<file path="config.mk">
export PLATFORM = sky130hd
export DESIGN_NAME = mac_mouse_top
export DESIGN_NICKNAME = d
export VERILOG_FILES = /design/src/source/mouse_pkg.sv /design/src/source/ps2_link_pkg.sv /design/src/source/mac_mouse_top.sv /design/src/source/quadrature_axis.sv /design/src/source/ps2_mouse.sv /design/src/source/ps2_link.sv
export SDC_FILE = /design/constraint.sdc
export NUM_CORES = 1
export LEC_CHECK = 0
export BUFFER_PORTS_ARGS = -buffer_cell sky130_fd_sc_hd__buf_2
export CAP_MARGIN = 20
export CORE_ASPECT_RATIO = 1.25
export CORE_MARGIN = 10
export CORE_UTILIZATION = 35
export CTS_CLUSTER_SIZE = 16
export DETAILED_ROUTE_END_ITERATION = 6
export RECOVER_POWER = 25
export SLEW_MARGIN = 20
export SYNTH_ARGS = -nofsm -noshare
export SYNTH_HDL_FRONTEND = slang
export SYNTH_SLANG_ARGS = --single-unit
</file>
<file path="constraint.sdc">
create_clock -name sysclk -period 6 [get_ports sysclk]
set_input_delay 0.6 -clock sysclk [delete_from_list [all_inputs] [get_ports sysclk]]
set_output_delay 0.6 -clock sysclk [all_outputs]
set_load 0.05 [all_outputs]
</file>
<file path="src/source/mouse_pkg.sv">
`default_nettype none

package mouse_pkg;

	// Protocol walk from power-on through streaming packets
	typedef enum logic [2:0] {
		init,  // Waiting for the self-test result
		id,    // Waiting for the device ID
		setup, // Waiting for the acknowledge of enable reporting
		byte0, // Waiting for the status byte of a packet
		byte1, // Waiting for the X movement byte
		byte2  // Waiting for the Y movement byte
	} mouse_state_e;

	// Byte 0 of a movement packet, most significant bit first
	typedef struct packed {
		logic y_ovr;      // Y overflow
		logic x_ovr;      // X overflow
		logic y_sign;     // Ninth bit of the Y delta
		logic x_sign;     // Ninth bit of the X delta
		logic always_one; // Set in every valid status byte and used to realign
		logic mid;        // Middle button
		logic right;      // Right button
		logic left;       // Left button, high when pressed
	} mouse_status_t;

	// Movement handed to one axis accumulator
	typedef struct packed {
		logic       load;  // One cycle strobe to add the delta
		logic       sign;  // Sign of the nine-bit delta
		logic [7:0] delta; // Low eight bits of the delta
	} axis_move_t;

endpackage

`default_nettype wire

</file>
<file path="src/source/ps2_link_pkg.sv">
`default_nettype none

package ps2_link_pkg;

	// One good received byte, held for a single enabled cycle
	typedef struct packed {
		logic       strobe; // High for one cycle when a frame passes all checks
		logic [7:0] data;   // Frame payload, least significant bit first on the wire
	} ps2_rx_t;

	// Request to send one byte to the device
	typedef struct packed {
		logic       req;  // One cycle request, dropped if the link is busy
		logic [7:0] data; // Byte to transmit
	} ps2_tx_t;

	// Bit-level link states
	typedef enum logic [2:0] {idle, receive, inhibit, request, send, ack} link_state_e;

	localparam logic [7:0] CMD_RESET       = 8'hff; // Reset and run self-test
	localparam logic [7:0] CMD_ENABLE      = 8'hf4; // Enable data reporting
	localparam logic [7:0] REPLY_ACK       = 8'hfa; // Command acknowledge
	localparam logic [7:0] REPLY_BAT_OK    = 8'haa; // Self-test passed
	localparam logic [7:0] DEVICE_ID_MOUSE = 8'h00; // Standard mouse ID

endpackage

`default_nettype wire
</file>
<file path="src/source/mac_mouse_top.sv">
`timescale 1ns/1ps
`default_nettype none

module mac_mouse_top #(
	parameter int TIMEOUT_CYCLES = 16000,
	parameter int TICK_BITS = 12,
	parameter int ACC_BITS = 10
) (
	input  wire sysclk,
	input  wire reset,
	input  wire clk_en,
	input  wire ps2clk_in,
	input  wire ps2dat_in,
	output wire ps2clk_low,
	output wire ps2dat_low,
	output wire x1,
	output wire x2,
	output wire y1,
	output wire y2,
	output wire button
);
	import ps2_link_pkg::*;
	import mouse_pkg::*;

	ps2_rx_t    rx;          // Received bytes from the link
	ps2_tx_t    tx;          // Commands back to the link
	logic       timeout;     // No reply while initializing
	logic       timeout_arm;
	axis_move_t x_move;
	axis_move_t y_move;
	logic       tick;        // Shared flush tick for both axes

	ps2_link #(.TIMEOUT_CYCLES(TIMEOUT_CYCLES)) ps2_link_i (.sysclk, .reset, .clk_en,
		.ps2clk_in, .ps2dat_in, .ps2clk_low, .ps2dat_low, .tx, .rx, .timeout, .timeout_arm);

	ps2_mouse #(.TICK_BITS(TICK_BITS)) ps2_mouse_i (.sysclk, .reset, .clk_en,
		.rx, .timeout, .tx, .timeout_arm, .x_move, .y_move, .tick, .button);

	quadrature_axis #(.ACC_BITS(ACC_BITS)) x_axis_i (.sysclk, .reset, .clk_en,
		.move(x_move), .tick, .q1(x1), .q2(x2));

	quadrature_axis #(.ACC_BITS(ACC_BITS)) y_axis_i (.sysclk, .reset, .clk_en,
		.move(y_move), .tick, .q1(y1), .q2(y2));

endmodule

`default_nettype wire

</file>
<file path="src/source/quadrature_axis.sv">
`timescale 1ns/1ps
`default_nettype none

module quadrature_axis #(
	parameter int ACC_BITS = 10
) (
	input  wire                        sysclk,
	input  wire                        reset,
	input  wire                        clk_en,
	input  wire mouse_pkg::axis_move_t move,
	input  wire                        tick,
	output logic                       q1,
	output logic                       q2
);
	logic [ACC_BITS-1:0] acc;       // Signed count of steps still to emit
	logic [ACC_BITS:0]   load_sum;  // One extra bit to see the true sum
	logic                saturated; // Top two bits differ so another delta could wrap

	assign saturated = acc[ACC_BITS-1] != acc[ACC_BITS-2];
	assign load_sum = {acc[ACC_BITS-1], acc} + {{(ACC_BITS-7){move.sign}}, move.delta};

	always_ff @(posedge sysclk or posedge reset) begin
		if (reset) begin
			acc <= '0;
			q1 <= 1'b0;
			q2 <= 1'b0;
		end else if (clk_en) begin
			if (move.load && !saturated) begin
				acc <= load_sum[ACC_BITS-1:0]; // A load takes the cycle and the tick waits
			end else if (tick && acc != '0) begin
				acc <= acc + {{(ACC_BITS-1){~acc[ACC_BITS-1]}}, 1'b1}; // One step toward zero
				q1 <= ~q1;
				q2 <= q1 ^ acc[ACC_BITS-1]; // Positive leaves q2 opposite the new q1
			end
		end
	end

	// An absorbed delta always fits, so the count stays within two to the ACC_BITS-1
	a_load_fits: assert property (@(posedge sysclk) disable iff (reset)
		clk_en && move.load && !saturated |-> load_sum[ACC_BITS] == load_sum[ACC_BITS-1]);

endmodule

`default_nettype wire

</file>
<file path="src/source/ps2_mouse.sv">
`timescale 1ns/1ps
`default_nettype none

module ps2_mouse #(
	parameter int TICK_BITS = 12
) (
	input  wire                    sysclk,
	input  wire                    reset,
	input  wire                    clk_en,
	input  wire ps2_link_pkg::ps2_rx_t rx,
	input  wire                    timeout,
	output ps2_link_pkg::ps2_tx_t  tx,
	output logic                   timeout_arm,
	output mouse_pkg::axis_move_t  x_move,
	output mouse_pkg::axis_move_t  y_move,
	output logic                   tick,
	output logic                   button
);
	import ps2_link_pkg::*;
	import mouse_pkg::*;

	mouse_state_e         state;
	mouse_state_e         next;
	logic                 send_req;  // Send a byte in the next cycle
	logic [7:0]           send_byte;
	mouse_status_t        status;    // Received byte viewed as a packet status byte
	logic                 x_sign;    // Signs latched from byte 0
	logic                 y_sign;
	logic [TICK_BITS-1:0] tick_div;  // Free-running flush divider

	assign status = rx.data;
	assign timeout_arm = (state == init) || (state == id) || (state == setup); // Only the init phase expects replies

	always_comb begin
		next = state;
		send_req = 1'b0;
		send_byte = CMD_RESET; // Every recovery path resends the reset
		if (timeout) begin
			next = init;
			send_req = 1'b1;
		end else if (rx.strobe) begin
			case (state)
				init: begin
					if (rx.data == REPLY_BAT_OK)
						next = id;
					else if (rx.data != REPLY_ACK)
						send_req = 1'b1; // Acknowledge of our own reset is expected and skipped
				end
				id: begin
					send_req = 1'b1;
					if (rx.data == DEVICE_ID_MOUSE) begin
						send_byte = CMD_ENABLE;
						next = setup;
					end else begin
						next = init;
					end
				end
				setup: begin
					if (rx.data == REPLY_ACK) begin
						next = byte0;
					end else begin
						send_req = 1'b1;
						next = init;
					end
				end
				byte0: if (status.always_one) next = byte1; // Otherwise stay and resynchronize
				byte1: next = byte2;
				byte2: next = byte0;
				default: next = init;
			endcase
		end
	end

	always_ff @(posedge sysclk or posedge reset) begin
		if (reset) begin
			state <= init;
			tx <= '0;
			x_move <= '0;
			y_move <= '0;
			x_sign <= 1'b0;
			y_sign <= 1'b0;
			button <= 1'b1; // Released
			tick_div <= '0;
			tick <= 1'b0;
		end else if (clk_en) begin
			state <= next;
			tx.req <= send_req; // Registered so a send never overlaps the receive that caused it
			tx.data <= send_byte;
			if (rx.strobe && state == byte0 && status.always_one) begin
				button <= ~status.left; // Host button line is active low
				x_sign <= status.x_sign;
				y_sign <= status.y_sign;
			end
			x_move.load <= rx.strobe && state == byte1;
			x_move.sign <= x_sign;
			x_move.delta <= rx.data;
			y_move.load <= rx.strobe && state == byte2;
			y_move.sign <= y_sign;
			y_move.delta <= rx.data;
			tick_div <= tick_div + 1'b1;
			tick <= &tick_div; // One pulse per divider wrap
		end
	end

	// Loads are registered a cycle after their byte so the state has already advanced
	a_x_load_from_packet: assert property (@(posedge sysclk) disable iff (reset)
		x_move.load |-> state == byte2);
	a_y_load_from_packet: assert property (@(posedge sysclk) disable iff (reset)
		y_move.load |-> state == byte0);

endmodule

`default_nettype wire

</file>
<file path="src/source/ps2_link.sv">
`timescale 1ns/1ps
`default_nettype none

module ps2_link #(
	parameter int TIMEOUT_CYCLES = 16000
) (
	input  wire                    sysclk,
	input  wire                    reset,
	input  wire                    clk_en,
	input  wire                    ps2clk_in,
	input  wire                    ps2dat_in,
	output logic                   ps2clk_low,
	output logic                   ps2dat_low,
	input  wire ps2_link_pkg::ps2_tx_t tx,
	output ps2_link_pkg::ps2_rx_t  rx,
	output logic                   timeout,
	input  wire                    timeout_arm
);
	import ps2_link_pkg::*;

	localparam int INHIBIT_CYCLES = TIMEOUT_CYCLES / 8; // Roughly 100 us of clock inhibit
	localparam int TIMER_BITS = $clog2(TIMEOUT_CYCLES + 1);

	link_state_e           state;
	logic [1:0]            clk_sync;  // Two-stage synchronizer for the device clock
	logic [1:0]            dat_sync;  // Two-stage synchronizer for the data line
	logic                  clk_prev;  // Last synchronized clock level
	logic                  fall;      // Falling edge of the device clock
	logic                  frame_ok;  // Start, parity and stop all correct
	logic [10:0]           rx_shift;  // Start bit ends up in bit 0 and stop bit in bit 10
	logic [9:0]            tx_shift;  // Data, parity and stop still to be presented
	logic [3:0]            bit_cnt;
	logic [TIMER_BITS-1:0] timer;     // Reply timeout in idle and inhibit length otherwise

	assign fall = clk_prev & ~clk_sync[1];
	assign frame_ok = ~rx_shift[0] & rx_shift[10] & (^rx_shift[9:1]); // Odd parity over data and parity

	always_ff @(posedge sysclk or posedge reset) begin
		if (reset) begin
			clk_sync <= 2'b11; // Both lines float high when nobody drives them
			dat_sync <= 2'b11;
			clk_prev <= 1'b1;
		end else if (clk_en) begin
			clk_sync <= {clk_sync[0], ps2clk_in};
			dat_sync <= {dat_sync[0], ps2dat_in};
			clk_prev <= clk_sync[1];
		end
	end

	always_ff @(posedge sysclk) begin
		if (clk_en) begin
			if (fall && (state == idle || (state == receive && bit_cnt < 4'd11)))
				rx_shift <= {dat_sync[1], rx_shift[10:1]}; // Device sends least significant bit first
			if (state == idle && tx.req)
				tx_shift <= {1'b1, ~^tx.data, tx.data}; // Stop, odd parity, then data
			else if (fall && (state == request || state == send))
				tx_shift <= {1'b0, tx_shift[9:1]};
		end
	end

	always_ff @(posedge sysclk or posedge reset) begin
		if (reset) begin
			state <= idle;
			ps2clk_low <= 1'b0;
			ps2dat_low <= 1'b0;
			rx <= '0;
			timeout <= 1'b0;
			bit_cnt <= '0;
			timer <= '0;
		end else if (clk_en) begin
			rx.strobe <= 1'b0; // Strobe and timeout last one enabled cycle
			timeout <= 1'b0;
			case (state)
				idle: begin
					if (tx.req) begin
						state <= inhibit; // Host request wins over a start bit in the same cycle
						ps2clk_low <= 1'b1;
						timer <= '0;
					end else if (fall) begin
						state <= receive; // That edge clocked in the start bit
						bit_cnt <= 4'd1;
						timer <= '0;
					end else if (!timeout_arm) begin
						timer <= '0;
					end else if (timer == TIMER_BITS'(TIMEOUT_CYCLES - 1)) begin
						timer <= '0;
						timeout <= 1'b1; // No reply for the whole window
					end else begin
						timer <= timer + 1'b1;
					end
				end
				receive: begin
					if (bit_cnt < 4'd11) begin
						if (fall)
							bit_cnt <= bit_cnt + 1'b1;
					end else begin
						bit_cnt <= bit_cnt + 1'b1; // Two settling cycles then the strobe
						if (bit_cnt == 4'd12) begin
							rx.strobe <= frame_ok;
							rx.data <= rx_shift[8:1];
						end
						if (bit_cnt == 4'd13)
							state <= idle;
					end
				end
				inhibit: begin
					timer <= timer + 1'b1;
					if (timer == TIMER_BITS'(INHIBIT_CYCLES - 1)) begin
						state <= request;
						ps2dat_low <= 1'b1; // Start bit goes out while the clock is still held
					end
				end
				request: begin
					ps2clk_low <= 1'b0; // Hand the clock back to the device
					if (fall) begin
						state <= send;
						ps2dat_low <= ~tx_shift[0]; // First data bit
						bit_cnt <= 4'd1;
					end
				end
				send: begin
					if (fall) begin
						ps2dat_low <= ~tx_shift[0]; // Stop bit releases the line
						bit_cnt <= bit_cnt + 1'b1;
						if (bit_cnt == 4'd9)
							state <= ack;
					end
				end
				ack: begin
					if (fall) begin
						state <= idle;
						timeout <= dat_sync[1]; // Missing acknowledge counts as no reply
						timer <= '0;
					end
				end
				default: state <= idle;
			endcase
		end
	end

	// The strobe only comes out of a frame that is still being closed
	a_strobe_in_receive: assert property (@(posedge sysclk) disable iff (reset)
		rx.strobe |-> state == receive);

	// The protocol block only asks to send while the link is free
	a_req_when_idle: assert property (@(posedge sysclk) disable iff (reset)
		clk_en && tx.req |-> state == idle);

endmodule

`default_nettype wire

</file>
==> results.sh <==
export IMPL_cp_start_kind="flop"
export IMPL_min_period_ns=2.881
export IMPL_met2_length_um=7007
export IMPL_critPathCaptureType="flop"
export IMPL_first_iter_violations=259
export IMPL_finalSetupTns_ns=0
export IMPL_rr_endpoint="x_axis_i.acc[8]$_DFFE_PP0P_"
export IMPL_coreArea_um2=19400
export IMPL_grt_max_degree=80
export IMPL_clk_pin_slew_worst_paths_ns=0.06
export IMPL_crit_fanout=15
export IMPL_regToRegStartpoint="x_axis_i.acc[9]$_DFFE_PP0P_"
export IMPL_worstPathCellList="inv_1, ha_1, nor2b_1, and2_1, a31oi_1, buf_4, a221oi_1, o21ai_0"
export IMPL_synth_area_top_cells="dfrtp_1, edfxtp_1, ha_1"
export IMPL_cts_resized_gates=0
export IMPL_critPathTopFamily="simple AND/OR/NAND/NOR gates"
export IMPL_antenna_left=0
export IMPL_yosysSeqAreaShare=0.4409
export IMPL_dr_wl_met3_um=360
export IMPL_setup_viol=0
export IMPL_grt_pass1_wl_um=25250
export IMPL_cts_made_buffers=17
export IMPL_arrival_ns=3.17
export IMPL_drc_errors=0
export IMPL_antenna_found_initial=0
export IMPL_gp_congestion=0.8104
export IMPL_drv_cap=0
export IMPL_grt_pass1_vias=5068
export IMPL_ys_flop_type="dfrtp_1"
export IMPL_antennaDiodeCount=0
export IMPL_area_growth_synth_to_final_pct=13.59
export IMPL_p_leak_nw=3.346
export IMPL_status="completed"
export IMPL_viasPerCell=5.110
export IMPL_syn_nets=754
export IMPL_postLayoutCellArea_um2=7833
export IMPL_drt_met1_wl_um=6905
export IMPL_routed_wl_um=14470
export IMPL_critical_path_class="flop to flop"
export IMPL_worst_clock_skew_ns=0.008881
export IMPL_critPathMaxStageDelay_ns=0.73
export IMPL_syn_cell_area_um2=6895
export IMPL_ys_warn_count=0
export IMPL_fmax_mhz=347.2
export IMPL_hold_buffers=0
export IMPL_wire_per_inst_um=14.59
export IMPL_fp_row_count=57
export IMPL_fin_nets=764
export IMPL_pin_count=12
export IMPL_slew_headroom=0.3150
export IMPL_hpwl_um=10200
export IMPL_hold_violations=0
export IMPL_cts_setup_buffers=0
export IMPL_die_width_um=145.5
export IMPL_ir_worst_vdd_mv=0.1906
export IMPL_r2r_slack_ns=3.12
export IMPL_crit_required_ns=6.29
export IMPL_synth_top_area_frac=0.3266
export IMPL_drive_gt1_frac=0.1155
export IMPL_crit_buf_inv=2
export IMPL_die_area_um2=25750
export IMPL_cts_max_level=4
export IMPL_cts_sinks=117
export IMPL_syn_area_per_cell_um2=9.795
export IMPL_rsz0062_at_grt="no"
export IMPL_final_util=0.4038
export IMPL_hold_path_class="input port to async pin"
export IMPL_netlist_instances=704
export IMPL_die_y_um=176.9
export IMPL_cts_tree="yes"
export IMPL_vias=5069
export IMPL_finalCritPeriodShare=0.4801
export IMPL_async_reset_ff_frac=0.8205
export IMPL_topRoutingLayerUsed="met4"
export IMPL_grt_overflow=0
export IMPL_synth_top_area_cell="dfrtp_1"
export IMPL_io_buffers=11
export IMPL_cts_path_max_buffers=2
export IMPL_initial_core_util=0.3555
export IMPL_tightest_slew_ns=1.013
export IMPL_r2r_cells=8
export IMPL_power_density_nw_per_um2=355.9
export IMPL_yosysUniqueCellTypes=67
export IMPL_maxSlewViolCount=0
export IMPL_grt_total_usage=0.1186
export IMPL_synth_edf_count=21
export IMPL_synth_seq_cells=117
export IMPL_clk_latency_ns=0.42
export IMPL_place_area_um2=7216
export IMPL_slowest_stage="nor2b_1"
export IMPL_firstDrtPassIters=4
export IMPL_cts_root_buffer="clkbuf_16"
==> placed cells by master (no fill, tap or decap), types with 4 or more instances in the layout <==
master | synthesis | final
and2_1 | 4 | 4
nor2_1 | 52 | 52
fa_1 | 4 | 4
a31oi_1 | 4 | 4
or2_2 | 5 | 5
edfxtp_1 | 21 | 21
mux2i_1 | 4 | 4
o211ai_1 | 7 | 7
inv_1 | 28 | 27
bufinv_16 | 0 | 4
o31ai_1 | 4 | 4
ha_1 | 41 | 41
o21ai_0 | 57 | 57
nand4b_1 | 5 | 5
nor2b_1 | 11 | 11
buf_2 | 3 | 9
nor3_1 | 20 | 20
xnor2_1 | 37 | 37
o2bb2ai_1 | 4 | 4
dfstp_2 | 6 | 5
clkinv_2 | 0 | 4
xor2_1 | 18 | 18
a211oi_1 | 9 | 9
a41oi_1 | 4 | 4
nand2_1 | 73 | 73
a21o_1 | 9 | 9
dfrtp_1 | 90 | 90
nor4_1 | 4 | 4
and3_1 | 14 | 14
nand3_1 | 13 | 13
clkbuf_16 | 0 | 17
nand4_1 | 15 | 15
a21oi_1 | 36 | 36
mux2_2 | 25 | 25
nand2b_1 | 10 | 10
==> sequential cells by signal (all words and copies together), names as in the netlist, 2 cells and up <==
signal,count
ps2_link_i.clk_sync,2
y_axis_i.acc,10
x_axis_i.acc,10
ps2_mouse_i.tx,3
ps2_link_i.timer,14
ps2_link_i.rx,9
ps2_link_i.bit_cnt,4
ps2_mouse_i.y_move,2
ps2_link_i.rx_shift,11
ps2_mouse_i.tick_div,12
ps2_mouse_i.x_move,10
ps2_link_i.state,3
ps2_mouse_i.state,3
ps2_link_i.dat_sync,2
ps2_link_i.tx_shift,10
==> worst register-to-register path, delay by kind of cell (launching register included) <==
kind | cells | cell delay [ns]
AOI/OAI and AO/OA | 3 | 0.45
DFF | 1 | 0.44
and+or+nand+nor | 2 | 1.02
buffers and inverters | 2 | 0.50
adders and majority gates | 1 | 0.34
==> metal layers <==
| layer | vias to the layer above | GRT usage |
|---|---|---|
| li1 | 2570 | - |
| met1 | 2421 | 0.1487 |
| met2 | 64 | 0.1946 |
| met3 | 14 | 0.02712 |
| met4 | 0 | 0.04726 |
| met5 | - | 0 |
==> power by group <==
part | internal (mW) | total, mW | switching, mW
clock network | 0.690 | 1.06 | 0.368
registers | 0.926 | 1.05 | 0.123
logic | 0.283 | 0.680 | 0.398
==> cells by family after synthesis <==
kind of cell | Yosys count | share of synthesized area
and+or+nand+nor | 236 | 0.1688
DFF | 117 | 0.4409
xor gates and xnor gates | 55 | 0.06986
buffers and inverters | 51 | 0.02939
adders and majority gates | 45 | 0.08601
AOI/OAI and AO/OA | 171 | 0.1584
muxes | 29 | 0.04663
==> area by class of cell <==
| class | instances | area (um^2) |
|---|---|---|
| Fill cell | 1971 | 11570 |
| Clock buffer | 18 | 429.2 |
| Sequential cell | 117 | 3040 |
| Clock inverter | 14 | 183.9 |
| Timing Repair Buffer | 14 | 78.83 |
| Inverter | 28 | 106.4 |
| Tap cell | 265 | 331.6 |
| Multi-Input combinational cell | 536 | 3662 |
==> synth_stat cells, types with 20 or more instances <==
| cell | count |
|---|---|
| dfrtp_1 | 90 |
| nand2_1 | 73 |
| nor3_1 | 20 |
| o21ai_0 | 57 |
| edfxtp_1 | 21 |
| a21oi_1 | 36 |
| mux2_2 | 25 |
| nor2_1 | 52 |
| xnor2_1 | 37 |
| ha_1 | 41 |
| inv_1 | 28 |
==> per-stage QoR <==
| stage | total power, mW | cells | hold slack (ns) | setup slack (ns) |
|---|---|---|---|---|
| floorplan | 1.589 | 704 | 0.4037 | 2.905 |
| global route | 2.964 | 992 | 0.3411 | 2.835 |
| global placement | 1.739 | 960 | 0.4272 | 3.101 |
| detailed placement | 1.745 | 960 | 0.4237 | 3.007 |
| finish | 2.787 | 992 | 0.2690 | 3.119 |
| CTS | 2.817 | 992 | 0.1024 | 2.991 |
==> how the worst max path moves through the flow <==
| stage | start | end | slack (ns) | cells past startpoint |
|---|---|---|---|---|
| 6_report | x_axis_i.acc[9]$_DFFE_PP0P_ | x_axis_i.acc[8]$_DFFE_PP0P_ | 3.12 | 8 |
| 5_1_grt | y_axis_i.acc[9]$_DFFE_PP0P_ | y_axis_i.q2$_DFFE_PP0P_ | 2.83 | 7 |
| 4_1_cts | y_axis_i.acc[9]$_DFFE_PP0P_ | y_axis_i.acc[8]$_DFFE_PP0P_ | 2.99 | 7 |
| 3_5_place_dp | y_axis_i.acc[9]$_DFFE_PP0P_ | y_axis_i.acc[8]$_DFFE_PP0P_ | 3.01 | 7 |
| 3_3_place_gp | y_axis_i.acc[9]$_DFFE_PP0P_ | y_axis_i.acc[8]$_DFFE_PP0P_ | 3.10 | 7 |
| 2_1_floorplan | reset | ps2_link_i.bit_cnt[0]$_DFFE_PP0P_ | 2.90 | 1 |
Power figures use the tool's default switching activity.
